<file path="src/hdl/icache_cfg.svh">
// ---------------------------------------
// Instruction cache configuration
// Sizes of the fetch port, lines and refill queue
// ---------------------------------------
`ifndef ICACHE_CFG_SVH
`define ICACHE_CFG_SVH

// Fetch port
`define ICACHE_ADDR_W      32
`define ICACHE_WORD_W      32
`define ICACHE_ID_W        4

// Cache geometry, 64 direct mapped lines of 4 words
`define ICACHE_LINE_WORDS  4
`define ICACHE_INDEX_W     6

// Refills that may be in flight at once
`define ICACHE_QUEUE_DEPTH 4

`endif

</file>
<file path="src/hdl/icache_pkg.sv">
// ---------------------------------------
// Instruction cache shared types
// Address fields, line storage and refill records
// ---------------------------------------
`include "icache_cfg.svh"

package icache_pkg;

  localparam int BYTE_W   = $clog2(`ICACHE_WORD_W / 8);
  localparam int OFFSET_W = $clog2(`ICACHE_LINE_WORDS);
  localparam int LINE_LSB = OFFSET_W + BYTE_W;              // First index bit
  localparam int TAG_W    = `ICACHE_ADDR_W - `ICACHE_INDEX_W - LINE_LSB;
  localparam int N_LINES  = 1 << `ICACHE_INDEX_W;

  typedef logic [`ICACHE_ADDR_W-1:0]  addr_t;
  typedef logic [`ICACHE_WORD_W-1:0]  word_t;
  typedef logic [`ICACHE_ID_W-1:0]    fetch_id_t;
  typedef logic [`ICACHE_INDEX_W-1:0] index_t;
  typedef logic [TAG_W-1:0]           tag_t;
  typedef logic [OFFSET_W-1:0]        offset_t;

  typedef word_t [`ICACHE_LINE_WORDS-1:0] line_t;

  typedef struct packed {
    logic valid;
    tag_t tag;
  } tag_entry_t;

  // One outstanding refill and the fetch that caused it
  typedef struct packed {
    fetch_id_t id;
    offset_t   offset;
    tag_t      tag;
    index_t    index;
  } refill_rec_t;

  // --------------------------------------
  // Address field helpers
  // --------------------------------------
  function automatic index_t addr_index(addr_t addr);
    return addr[LINE_LSB +: `ICACHE_INDEX_W];
  endfunction

  function automatic tag_t addr_tag(addr_t addr);
    return addr[`ICACHE_ADDR_W-1 -: TAG_W];
  endfunction

  function automatic offset_t addr_offset(addr_t addr);
    return addr[BYTE_W +: OFFSET_W];
  endfunction

  function automatic addr_t line_addr(addr_t addr);
    return {addr[`ICACHE_ADDR_W-1:LINE_LSB], {LINE_LSB{1'b0}}};
  endfunction

endpackage

</file>
<file path="src/hdl/cache_ctrl_fsm.sv">
`timescale 1ns/1ps
// ---------------------------------------
// Cache controller FSM
// Sweep, lookup, refill requests and refill writes
// Picks the source of each fetch response
// ---------------------------------------
module cache_ctrl_fsm import icache_pkg::*; (
  input  logic        clk,
  input  logic        rst_n,
  input  logic        fetch_req_i,
  input  addr_t       fetch_addr_i,
  output logic        fetch_grant_o,
  input  logic        s1_valid_i,
  input  logic        s1_hit_i,
  input  addr_t       s1_addr_i,
  input  fetch_id_t   s1_id_i,
  input  word_t       s1_word_i,
  input  logic        pending_match_i,
  input  logic        q_empty_i,
  input  logic        q_full_i,
  input  refill_rec_t head_rec_i,
  output logic        q_push_o,
  output refill_rec_t q_push_rec_o,
  output logic        q_pop_o,
  output logic        pipe_advance_o,
  output logic        pipe_clear_o,
  output logic        ram_req_o,
  output logic        ram_we_o,
  output index_t      ram_addr_o,
  output tag_entry_t  tag_wdata_o,
  output logic        mem_ar_valid_o,
  input  logic        mem_ar_ready_i,
  output addr_t       mem_ar_addr_o,
  input  logic        mem_r_valid_i,
  output logic        mem_r_ready_o,
  input  line_t       mem_r_line_i,
  output logic        fetch_r_valid_o,
  output word_t       fetch_r_data_o,
  output fetch_id_t   fetch_r_id_o,
  input  logic        flush_req_i,
  output logic        flush_ack_o
);

  typedef enum logic [2:0] {
    SWEEP, OPERATE, REQUEST_REFILL, WAIT_PENDING, WRITE_REFILL, REPLAY_READ, REPLAY_HIT
  } state_t;

  state_t state_q;
  state_t state_d;
  index_t sweep_cnt_q;
  logic   sweep_flush_q;                 // Current sweep answers a flush
  logic   sweep_flush_d;
  logic   sweep_last;
  logic   s1_miss;

  assign sweep_last = (sweep_cnt_q == index_t'(N_LINES - 1));
  assign s1_miss    = s1_valid_i && !s1_hit_i;

  always_ff @(posedge clk or negedge rst_n) begin
    if (!rst_n) begin
      state_q       <= SWEEP;            // Invalidate everything after reset
      sweep_cnt_q   <= '0;
      sweep_flush_q <= 1'b0;
    end else begin
      state_q       <= state_d;
      sweep_flush_q <= sweep_flush_d;
      if (state_q == SWEEP) begin
        sweep_cnt_q <= sweep_cnt_q + 1'b1; // Wraps back to 0 at the end
      end
    end
  end

  // Refill request and record come from the held stage 1 fetch
  assign mem_ar_addr_o = line_addr(s1_addr_i);
  assign q_push_rec_o  = '{id:     s1_id_i,
                           offset: addr_offset(s1_addr_i),
                           tag:    addr_tag(s1_addr_i),
                           index:  addr_index(s1_addr_i)};

  // Refill writes answer the head fetch straight from the line
  assign fetch_r_data_o = (state_q == WRITE_REFILL) ? mem_r_line_i[head_rec_i.offset] : s1_word_i;
  assign fetch_r_id_o   = (state_q == WRITE_REFILL) ? head_rec_i.id : s1_id_i;

  // --------------------------------------
  // Next state and strobes
  // --------------------------------------
  always_comb begin
    state_d         = state_q;
    sweep_flush_d   = sweep_flush_q;
    fetch_grant_o   = 1'b0;
    pipe_advance_o  = 1'b0;
    pipe_clear_o    = 1'b0;
    ram_req_o       = 1'b0;
    ram_we_o        = 1'b0;
    ram_addr_o      = addr_index(fetch_addr_i);
    tag_wdata_o     = '0;
    mem_ar_valid_o  = 1'b0;
    mem_r_ready_o   = 1'b0;
    q_push_o        = 1'b0;
    q_pop_o         = 1'b0;
    fetch_r_valid_o = 1'b0;
    flush_ack_o     = 1'b0;

    case (state_q)
      SWEEP: begin
        ram_req_o  = 1'b1;
        ram_we_o   = 1'b1;               // Tag entry with valid cleared
        ram_addr_o = sweep_cnt_q;
        if (sweep_last) begin
          flush_ack_o   = sweep_flush_q;
          sweep_flush_d = 1'b0;
          state_d       = OPERATE;
        end
      end

      OPERATE: begin
        fetch_r_valid_o = s1_hit_i;
        if (mem_r_valid_i) begin
          pipe_clear_o = s1_hit_i;       // Hit answered, a miss stays for replay
          state_d      = WRITE_REFILL;
        end else if (s1_miss) begin
          state_d = pending_match_i ? WAIT_PENDING : REQUEST_REFILL;
        end else if (flush_req_i) begin
          pipe_clear_o = 1'b1;           // Drain stage 1, no new grants
          if (!s1_valid_i && q_empty_i) begin
            sweep_flush_d = 1'b1;
            state_d       = SWEEP;
          end
        end else begin
          fetch_grant_o  = 1'b1;
          pipe_advance_o = 1'b1;
          ram_req_o      = fetch_req_i;  // Read both RAMs for stage 1
        end
      end

      REQUEST_REFILL: begin
        if (q_full_i) begin
          // No room to track it, drain a returning line first
          if (mem_r_valid_i) begin
            state_d = WRITE_REFILL;
          end
        end else begin
          mem_ar_valid_o = 1'b1;
          if (mem_ar_ready_i) begin
            q_push_o     = 1'b1;
            pipe_clear_o = 1'b1;         // Fetch now lives in the queue
            state_d      = OPERATE;
          end
        end
      end

      WAIT_PENDING: begin
        if (mem_r_valid_i) begin
          state_d = WRITE_REFILL;
        end
      end

      WRITE_REFILL: begin
        mem_r_ready_o   = 1'b1;
        ram_req_o       = 1'b1;
        ram_we_o        = 1'b1;
        ram_addr_o      = head_rec_i.index;
        tag_wdata_o     = '{valid: 1'b1, tag: head_rec_i.tag};
        q_pop_o         = 1'b1;
        fetch_r_valid_o = 1'b1;
        state_d         = s1_valid_i ? REPLAY_READ : OPERATE;
      end

      REPLAY_READ: begin
        ram_req_o  = 1'b1;
        ram_addr_o = addr_index(s1_addr_i);
        state_d    = REPLAY_HIT;
      end

      REPLAY_HIT: begin
        if (s1_hit_i) begin
          fetch_r_valid_o = 1'b1;
          pipe_clear_o    = 1'b1;
          state_d         = OPERATE;
        end else begin
          state_d = pending_match_i ? WAIT_PENDING : REQUEST_REFILL;
        end
      end

      default: begin
        state_d = SWEEP;
      end
    endcase
  end

  // A grant only comes with the sweep counter wrapped and no flush sweep open
  a_no_grant_sweep: assert property (@(posedge clk) disable iff (!rst_n)
    fetch_grant_o |-> (sweep_cnt_q == '0) && !sweep_flush_q);

endmodule

</file>
<file path="config.mk">
export PLATFORM = sky130hd
export DESIGN_NAME = cache_ctrl_fsm
export DESIGN_NICKNAME = d
export VERILOG_FILES = /design/src/hdl/icache_pkg.sv /design/src/hdl/cache_ctrl_fsm.sv
export VERILOG_INCLUDE_DIRS = /design/src /design/src/hdl
export SDC_FILE = /design/constraint.sdc
export NUM_CORES = 1
export LEC_CHECK = 0
export BUFFER_PORTS_ARGS = -buffer_cell sky130_fd_sc_hd__buf_2
export CAP_MARGIN = 10
export CORE_AREA = 2 2 161 163
export CTS_CLUSTER_SIZE = 24
export DETAILED_ROUTE_END_ITERATION = 10
export DIE_AREA = 0 0 163 165
export GPL_TIMING_DRIVEN = 0
export SLEW_MARGIN = 20
export SYNTH_ARGS = -nofsm -noshare
export SYNTH_HDL_FRONTEND = slang
export SYNTH_SLANG_ARGS = --single-unit
</file>
<file path="constraint.sdc">
create_clock -name clk -period 2.5 [get_ports clk]
set_input_delay 0 -clock clk [delete_from_list [all_inputs] [get_ports clk]]
set_output_delay 0 -clock clk [all_outputs]
set_load 0.05 [all_outputs]
</file>
[Word-level counts from Yosys, hierarchy flattened]
Cells that the tools add are included.
Storage, ports and cells
  bits in registers: 10
  bits of input ports: 273
  output and inout port bits: 142
  logic and storage cells: 77
Cells by class
  add/subtract/negate cells: 1
  magnitude comparators: 1
  equality and inequality tests: 15
  multiplexer cells: 47
  reduce and logical (&&, ||, !) cells: 10
Operators with widths (number)
  binary-select mux 32 bit (select 2 bit): 1
  2-to-1 mux 32 bit: 2
  2-to-1 mux 3 bit: 9
  2-to-1 mux 1 bit: 26
  2-to-1 mux 23 bit: 1
  case mux 3 bit (7 select lines): 1
  case mux 6 bit (3 select lines): 1
  inequality test 2 bit (second input constant): 5
  == test 3 bit (second input constant): 3
  inequality test 4 bit (second input constant): 2
  adder 6 x 1 -> 6 bit (second input constant): 1
  == test 3 x 2 -> 1 bit (second input constant): 2
  == test 6 bit (second input constant): 1
  case mux 1 bit (3 select lines): 2
  AND reduction 6 bit: 1
  2-to-1 mux 4 bit: 1
  case mux 1 bit (2 select lines): 2
  AND reduction 4 bit: 1
  == test 3 x 1 -> 1 bit (second input constant): 1
  zero test 3 bit: 1
  < comparator 2 x 3 -> 1 bit (second input constant): 1
  inequality test 3 bit (second input constant): 1
  OR reduction 3 bit: 1
  logical AND 1 bit: 2
  4 further kinds: 5

[Longest topological paths before layout]
Gate-level depths: netlist (run 1).
  depth after elaboration: 7
  depth in mapped cells: 6
  depth with buffers taken out: 5

[Worst setup path after synthesis (run 1)]
OpenSTA, ideal clock, no wires.
  kind: register to output
  from: register state_q[0]
  to: output pipe_clear_o
  arrival: 3420 ps
  data required time: 2500 ps
  slack: -920 ps
  stages on the path, launching flop included: 6
  buffers on the path: 1
  cells stage by stage: dfrtp_1 buf_4 nor4b_1 and2_1 a21oi_1 o21ai_1
Between the ends
  cells in the longest elaborated chain, start to end: 2
  elaborated cells on any way between the ends: 4
  those cells by class: eq/ne: 3; mux: 1
RTL lines
  start, declared: line cache_ctrl_fsm.sv:48  | state_t state_q;
  start signal, assigned: line cache_ctrl_fsm.sv:65  | state_q <= state_d;
  == test 3 bit, or another cell as far along: line cache_ctrl_fsm.sv:104  | case (state_q)
  case mux 1 bit (3 select lines) *: line cache_ctrl_fsm.sv:104
  end, declared: line cache_ctrl_fsm.sv:26  | output logic pipe_clear_o,
Mark *: on every way between the ends. The rest lies on a longest branch, timed or not.

[Final worst setup path (run 1)]
  from: register state_q[2]
  to: output ram_addr_o[5]
Between the ends
  cells in the longest elaborated chain, start to end: 2
  elaborated cells on any way between the ends: 4
  those cells by class: eq/ne: 2; mux: 1; reduce/logical: 1
RTL lines
  == test 3 bit or zero test 3 bit (tied branches): line cache_ctrl_fsm.sv:104
  case mux 6 bit (3 select lines) *: line cache_ctrl_fsm.sv:104
  end, declared: line cache_ctrl_fsm.sv:29  | output index_t ram_addr_o,
Marked as above.

==> results of run 1 <==
[stage by stage]
| stage | power (uW) | setup slack, ps | util (%) | hold WS, ps |
|---|---|---|---|---|
| after CTS | 4719 | 119.8 | 20.79 | 115.1 |
| after detailed placement | 4428 | 373.5 | 20.45 | -123.3 |
| final | 4653 | 229.8 | 20.82 | 112.1 |
| after global placement | 4406 | 377.1 | 20.45 | -128.2 |
| after floorplan | 3404 | 190.7 | - | -295.6 |
| after global routing | 4926 | 31.51 | 20.80 | 115.9 |
[worst paths after layout]
check                                  to  slack [ps]  cells after the start
setup reg to reg               state_q[1]         660                      5
setup / recovery            ram_addr_o[5]         230                      6
min in group asynchronous   sweep_flush_q         180                      2
max in group asynchronous  sweep_cnt_q[2]        2120                      2
hold reg to reg             sweep_flush_q         510                      2
hold / removal              sweep_flush_q         110                      3
[layout make-up]
cell class                      instances  area, um2  share of cell area, %
Antenna cell                            3      7.507                 0.1440
Buffer                                 92      665.6                  12.77
Clock buffer                            3      75.07                  1.440
Inverter                                3      11.26                 0.2160
Multi-Input combinational cell        188       1994                  38.25
Sequential cell                        10      250.2                  4.800
Tap cell                              330      412.9                  7.919
Timing Repair Buffer                  358       1797                  34.46
[repair_timing]
item / in CTS / in global routing
setup endpoints to repair: 0 / 0
hold endpoints to repair: 10 / 0
hold buffers: 1 / 0
[registers in the layout, summed over array words and instances, names as in the netlist]
register       count
state_q            3
sweep_flush_q      1
sweep_cnt_q        6
[layer usage]
layer | share of wire (%) | global-route usage [%]
met1 | 39 | 12.82
met2 | 49 | 17.57
met3 | 9.5 | 2.336
met4 | 1.6 | 2.253
met5 | 0.24 | 0
[worst max-delay path: cells and delay by family, from the launching register on]
family                 cells  cell delay (ps)
AOI/OAI and AO/OA          2              320
buffers and inverters      4             1340
DFF                        1              360
[logic make-up after synthesis]
group                    share of synthesized area, %
other                                          0.1295
AO/OA/AOI/OAI                                   7.650
XOR/XNOR                                        1.512
AND/OR/NAND/NOR                                 13.44
multiplexers                                    44.81
flip-flops                                      8.643
buffers and inverters                           23.38
adder cells (fa/ha/maj)                        0.4321
[where the power goes]
part           total (uW)  switching (uW)  internal (uW)  leakage, uW
registers             345             101            244     0.000123
logic                4030            2760           1270      0.00267
clock network         274            67.2            207    0.0000370
total                4650            2930           1720      0.00283
[Yosys cell counts (all sizes together) (5+ instances only)]
library cell	instances
dfrtp	10
nand2b	5
nor2	12
mux2	38
mux4	32
buf	83
a31oi	6
o21ai	13
clkbuf	9
nand2	13
and3	24
==> flow_summary_export.csv, run 1 <==
group,metric,value,unit
worst_setup_path,cp-end-kind,"output port",
floorplanning,floorplan.initialDensity,11.56,%
run_status,status,"finished clean",
drt,wl_per_cell,16.16,um
synth,syn_inst,290,
synth,synth-async-reset-ratio,100.0,%
drt,routed_wl,15950,um
global_routing,overflow,0,
place,dp.cells,980,
floorplanning,rows,58,
global_routing,antenna_found_initial,5,
drt,drtIter0Drc,126,
sta,setup-violations-final,0,
floorplanning,fp.dieH,165,um
power,vdd_drop_max,0.6925,mV
sta,finClkSkew,0.8252,ps
clock_network,cts_tree,"yes",
synth,ys_top_cells_by_area,"mux4_2 (25%), buf_4 (18%), mux2_4 (15%)",
clock_network,root_buffer,"clkbuf_16",
worst_setup_path,rr_startpoint,"state_q[2]",
sta,slew_violations,0,
job,drv_cap,0,
worst_hold_path,hold_start,"flush_req_i",
clock_network,numCtsBuffers,3,
worst_setup_path,cp.required,2500,ps
worst_setup_path,crit_chain,"buf_2 -> buf_2 -> clkbuf_1 -> a31oi_1 -> o21ai_1 -> buf_2",
clock_network,ctsResizeCount,0,
synth,synth_edf_count,0,
drt,drt_first_pass_iters,6,
floorplanning,pin_count,415,
final_layout,mostFrequentLayoutCells,"buf_2 (361), buf_4 (70), mux4_2 (32), mux2_4 (29), and3_1 (24)",
sta,fin_crit_sh,90.81,%
floorplanning,die-area,26900,um2
worst_setup_path,path_max_fanout,10,
worst_setup_path,cpMostUsedCell,"buf_2",
drt,drcViolationCount,0,
final_layout,nNetsFinal,930,
power,power_density,892.5,nW/um2
worst_setup_path,start_kind,"flop",
sta,tightest_slew,708.4,ps
final_layout,layout-drive-gt1-share,78.13,%
synth,ys.flop_type,"dfrtp_1",
drt,vias_per_cell,3.779,
synth,yosysSeqAreaShare,8.643,%
global_routing,grt_max_degree,13,
synth,netlist_area,2895,um2
floorplanning,die_w,163,um
worst_setup_path,critPathArrivalTime,2270,ps
sta,relSlewSlack,52.77,%
final_layout,finalInstanceArea,5214,um2
sta,clock.fmax,440.5,MHz
place,gp_congestion,0.7936,
worst_setup_path,cp-startpoint,"state_q[2]",
power,leakage,0.002828,uW
worst_setup_path,slowest_delay,460,ps
drt,vias,3730,
place,numPortBuffers,357,
clock_network,cts.path.max_buffers,2,
worst_setup_path,worstSetupPathType,"reg2out",
clock_network,path_clk_slew,40,ps
final_layout,fin_cells,987,
sta,setup-tns-final,0,ps
place,hpwl,14370,um
sta,hold_violations,0,
global_routing,grt_use_total,10.15,%
floorplanning,design.core.area,25040,um2
worst_setup_path,crit_path_top_delay_cell,"clkbuf_1",
clock_network,clk-insertion-delay-late,230,ps
synth,avgSynthCellArea,9.984,um2
clock_network,postCtsSetupRepairBufs,0,
synth,synth_top_area_cell,"mux4_2",
final_layout,syn_to_final_growth,80.08,%
clock_network,h-tree-depth,1,
worst_hold_path,hp-class,"in2reg",
global_routing,grt_pass1_vias,3397,
drt,postRouteAntennaNets,0,
final_layout,final_common_cell,"buf_2",
synth,yosys_register_bits,10,
sta,rsz0062_at_grt,"no",
synth,synth_warnings,0,
clock_network,cts.sinks,10,
place,place_area,5121,um2
sta,fin_crit,2270,ps
synth,synth_top_area_share,24.89,%
synth,synth_cell_types,42,
final_layout,fillCellCount,2785,
global_routing,grt_pass1_wl,20380,um
Power figures use the tool's default switching activity.
==> run 2: changes to the inputs <==
- CORE_AREA: 2 2 161 163 -> 2 2 162 164
- DIE_AREA: 0 0 163 165 -> 0 0 164 166
- PLACE_DENSITY: unset -> 0.5
- clock period: 2.5 -> 1.8 ns (I/O delays scaled with it)
==> flow_summary_export.csv, run 2 (synthesis results as in run 1) <==
group,metric,value,unit
drt,drtIter0Drc,109,
clock_network,cts.path.max_buffers,2,
global_routing,grt_use_total,10.68,%
drt,postRouteAntennaNets,0,
drt,wl_per_cell,15.84,um
sta,fin_crit,1791,ps
power,p_int,3439,uW
power,p_comb_share,88.2,%
sta,clock.fmax,558.3,MHz
power,total_power,7813,uW
place,hpwl,13710,um
worst_setup_path,critPathArrivalTime,1790,ps
worst_setup_path,crit_path_top_delay_cell,"dfrtp_1",
clock_network,path_clk_slew,40,ps
sta,fin_crit_sh,99.51,%
floorplanning,fp.dieH,166,um
global_routing,grt_pass1_vias,3803,
power,vdd_drop_max,1.042,mV
final_layout,diodes,0,
final_layout,layout-drive-gt1-share,82.54,%
power,p_sw_share,55.98,%
sta,setup-violations-final,0,
power,leakage,0.003085,uW
sta,finClkSkew,0.5561,ps
final_layout,nNetsFinal,945,
clock_network,clk-insertion-delay-late,240,ps
final_layout,mostFrequentLayoutCells,"buf_2 (300), buf_4 (96), buf_6 (36), mux2_4 (34), mux4_2 (32)",
power,power_density,1331,nW/um2
place,numPortBuffers,357,
worst_setup_path,crit_chain,"buf_6 -> nor2_4 -> and2_4 -> buf_12 -> buf_12 -> mux2_4 -> buf_6",
worst_setup_path,slowest_delay,360,ps
power,power_switching,4374,uW
floorplanning,floorplan.initialDensity,11.30,%
sta,hold_violations,0,
worst_setup_path,crit_family,"buffers and inverters",
floorplanning,die_w,164,um
worst_setup_path,worstSetupPathType,"reg2out",
global_routing,grt_max_degree,13,
floorplanning,design.core.area,25620,um2
job,drv_cap,0,
clock_network,h-tree-depth,1,
sta,slew_violations,0,
global_routing,antenna_found_initial,3,
drt,routed_wl,15920,um
clock_network,cts.sinks,10,
final_layout,syn_to_final_growth,102.7,%
sta,relSlewSlack,56.88,%
floorplanning,die-area,27220,um2
final_layout,largest_reg_flops,6,
final_layout,biggestRegsByFlops,"sweep_cnt_q: 6 flops, state_q: 3 flops, sweep_flush_q: 1 flops",
worst_setup_path,cp-end-kind,"output port",
floorplanning,pin_count,415,
global_routing,grt_pass1_wl,22160,um
worst_setup_path,cp.required,1800,ps
sta,tightest_slew,646.8,ps
final_layout,final_common_cell,"buf_2",
worst_setup_path,start_kind,"flop",
power,seq_power_share,6.1,%
drt,drt_first_pass_iters,4,
clock_network,numCtsBuffers,3,
final_layout,regMostFlops,"sweep_cnt_q",
worst_setup_path,crit_buf_inv,4,
place,gp_congestion,0.7946,
drt,drcViolationCount,0,
sta,rsz0062_at_grt,"yes",
run_status,status,"finished clean",
worst_hold_path,hp-class,"in2reg",
floorplanning,rows,59,
clock_network,cts_tree,"yes",
drt,vias_per_cell,3.718,
worst_setup_path,path_max_fanout,10,
drt,vias,3737,
global_routing,overflow,0,
final_layout,fin_util,22.91,%
clock_network,root_buffer,"clkbuf_16",
power,p_clk_share,5.7,%
run 2: metrics by stage:
stage	cell area, um2	setup TNS [ps]	worst slack (ps)	hold WS, ps	std cells
final	5868	0	8.847	111.3	1005
after global routing	5868	-923.9	-51.32	134.1	1005
after CTS	5871	-593.5	-63.09	117.9	1006
after detailed placement	5176	-8067	-220.7	-119.9	985
after global placement	5176	-8421	-235.4	-119.7	985
after floorplan	2970	-29.73	-29.73	-295.6	293
run 2: final timing paths:
kind / to / from / cells past startpoint / slack [ps]
worst min register to register: sweep_cnt_q[5] / sweep_cnt_q[5] / 1 / 500
max in group asynchronous: state_q[2] / rst_n / 2 / 1420
worst max-delay path: fetch_r_data_o[24] / state_q[0] / 7 / 9
worst min-delay path: sweep_flush_q / flush_req_i / 3 / 110
min in group asynchronous: sweep_cnt_q[0] / rst_n / 2 / 160
worst max register to register: sweep_cnt_q[5] / state_q[0] / 6 / 270
run 2: final cells by class:
cell class	instances	area, um2
buffer	89	710.7
clock buffer	4	88.84
inverter	3	11.26
sequential	10	252.7
tap	335	419.2
fill	2834	19750
multi-input combinational	188	2081
timing repair buffer	376	2305
run 2: timing repair:
action	in CTS	in global routing
setup buffers	15	5
endpoints found under the hold margin	10	0
hold buffers	1	0
setup endpoints to repair	74	66
cloned	2	0
pin swaps	2	1
gates resized for setup	129	25
run 2: power groups by stage:
stage | Clock [uW] | Combinational, uW | Sequential (uW)
6_report | 448 | 6890 | 476
5_1_grt | 464 | 7260 | 489
4_1_cts | 450 | 6960 | 480
3_5_place_dp | 0 | 5760 | 473
3_3_place_gp | 0 | 5760 | 470
2_1_floorplan | 0 | 4380 | 435
run 2: per-layer routing:
layer  vias to the layer above  GRT usage (%)  part of all wire, %
li1                       1775              -                    -
met1                      1750          12.94                   39
met2                       193          19.89                   51
met3                        15          1.598                  7.9
met4                         4          1.907                  1.4
met5                         -              0                 0.19
run 2: tightest hold or removal path, delay by kind of cell:
kind            cells  cell delay [ps]
buf+inv             1              140
compound gates      1               90
simple gates        1               80
==> run 3: changes to the inputs <==
- BUFFER_PORTS_ARGS: -buffer_cell sky130_fd_sc_hd__buf_2 -> -buffer_cell sky130_fd_sc_hd__buf_4
- SKIP_LAST_GASP: unset -> 1
==> flow_summary_export.csv, run 3 (synthesis results as in run 1) <==
group,metric,value,unit
run_status,status,"finished clean",
global_routing,overflow,0,
sta,setup-tns-final,0,ps
worst_hold_path,hp-class,"in2reg",
global_routing,grt_max_degree,12,
drt,drt_first_pass_iters,4,
clock_network,numCtsBuffers,3,
power,seq_power_share,5.8,%
worst_setup_path,worstSetupPathType,"reg2out",
sta,rsz0062_at_grt,"yes",
worst_setup_path,start_kind,"flop",
worst_setup_path,reg2reg_to,"sweep_cnt_q[5]",
sta,fin_crit_sh,99.73,%
job,drv_cap,0,
clock_network,cts_tree,"yes",
worst_setup_path,crit_family,"buffers and inverters",
worst_setup_path,crit_buf_inv,3,
worst_setup_path,rr_worst_depth,6,
sta,setup-violations-final,0,
worst_setup_path,slowest_delay,440,ps
final_layout,mostFrequentLayoutCells,"buf_4 (401), buf_6 (36), mux2_4 (36), mux4_2 (32), and3_1 (24)",
place,gp_congestion,0.7779,
drt,postRouteAntennaNets,0,
global_routing,grt_pass1_vias,3859,
power,p_clk_share,5.4,%
sta,clock.fmax,557.1,MHz
drt,vias,3775,
sta,slew_violations,0,
sta,tightest_slew,698.0,ps
final_layout,largest_reg_flops,6,
worst_hold_path,hold_start,"flush_req_i",
worst_setup_path,crit_path_top_delay_cell,"dfrtp_2",
clock_network,h-tree-depth,1,
clock_network,cts.sinks,10,
sta,relSlewSlack,53.47,%
drt,drcViolationCount,0,
worst_setup_path,cp.required,1800,ps
final_layout,regMostFlops,"sweep_cnt_q",
worst_setup_path,cp-startpoint,"state_q[1]",
power,p_int,3874,uW
final_layout,final_common_cell,"buf_4",
worst_hold_path,whs_path_depth,3,
floorplanning,die_w,164,um
floorplanning,design.core.area,25620,um2
global_routing,grt_pass1_wl,23400,um
worst_setup_path,crit_chain,"nor2_4 -> and2_4 -> buf_12 -> clkbuf_16 -> mux2_4 -> buf_6",
final_layout,syn_to_final_growth,132.5,%
power,p_comb_share,88.8,%
power,p_sw_share,53.45,%
power,leakage,0.003394,uW
clock_network,clk-insertion-delay-late,240,ps
worst_setup_path,path_max_fanout,8,
sta,finClkSkew,0.4114,ps
global_routing,antenna_found_initial,2,
global_routing,grt_use_total,11.26,%
floorplanning,die-area,27220,um2
clock_network,path_clk_slew,40,ps
sta,fin_crit,1795,ps
worst_setup_path,reg2reg_slack,230,ps
drt,routed_wl,16890,um
clock_network,root_buffer,"clkbuf_16",
power,total_power,8323,uW
power,power_density,1237,nW/um2
worst_setup_path,cp-end-kind,"output port",
drt,drtIter0Drc,120,
drt,vias_per_cell,3.734,
clock_network,cts.path.max_buffers,2,
power,power_switching,4449,uW
power,vdd_drop_max,0.8718,mV
floorplanning,fp.dieH,166,um
drt,wl_per_cell,16.71,um
place,hpwl,14370,um
final_layout,nNetsFinal,951,
final_layout,layout-drive-gt1-share,82.69,%
floorplanning,floorplan.initialDensity,11.30,%
worst_setup_path,critPathArrivalTime,1800,ps
place,numPortBuffers,357,
final_layout,diodes,0,
worst_setup_path,rr_startpoint,"state_q[2]",
floorplanning,pin_count,415,
floorplanning,rows,59,
sta,hold_violations,0,
worst_hold_path,min_to,"sweep_flush_q",
final_layout,biggestRegsByFlops,"sweep_cnt_q: 6 flops, state_q: 3 flops, sweep_flush_q: 1 flops",
## run 3: layout make-up
cell class                 instances  area [um2]
clock buffer                       4       88.84
tap                              335       419.2
inverter                           3       11.26
buffer                            90       716.9
timing repair buffer             381        3154
fill                            2795       18890
sequential                        10       252.7
multi-input combinational        188        2087
## run 3: power groups by stage
stage | combinational [uW] | sequential, uW | clock, uW
floorplan | 4380 | 435 | 0
global placement | 6300 | 467 | 0
detailed placement | 6300 | 474 | 0
CTS | 7320 | 462 | 445
global route | 7750 | 502 | 458
finish | 7390 | 485 | 449
## run 3: how the worst max path moves through the flow
stage	end	slack, ps	depth (start not counted)
2_1_floorplan	pipe_clear_o	-30	5
6_report	fetch_r_data_o[11]	5	6
3_5_place_dp	fetch_r_data_o[24]	-210	6
5_1_grt	fetch_r_data_o[11]	-50	6
3_3_place_gp	fetch_r_data_o[24]	-190	6
4_1_cts	fetch_r_data_o[25]	-70	8
## run 3: per-stage QoR
stage	area (um2)	setup WS [ps]	hold WS (ps)	instances	util [%]
after floorplan	2970	-29.73	-295.6	293	-
after global placement	6070	-195.0	-161.3	985	23.69
after detailed placement	6070	-214.8	-160.5	985	23.69
after CTS	6636	-73.79	95.72	1009	25.91
after global routing	6730	-47.56	109.1	1011	26.27
final	6730	4.829	85.71	1011	26.27
## run 3: what timing repair did
action                                  4_1_cts  5_1_grt
gates resized for setup                      66       27
setup buffers                                18        4
hold buffers                                  1        0
endpoints found under the setup margin       73       51
endpoints found under the hold margin        10        0
cloned                                        3        1
pin swaps                                     3        2
## run 3: worst reg2reg max path, stage by stage (launching register included)
cell and delay (ps):
dfrtp_1 420, buf_6 160, buf_4 130, nor3_2 270, nand4_1 190, nor2_1 160, xor2_1 160
## run 3: per-layer routing
metal	global-route usage, %	vias to the layer above	share of wire, %
li1	-	1778	-
met1	12.91	1796	37
met2	21.47	185	53
met3	2.123	14	8.4
met4	2.174	2	1.6
met5	0	-	0.071
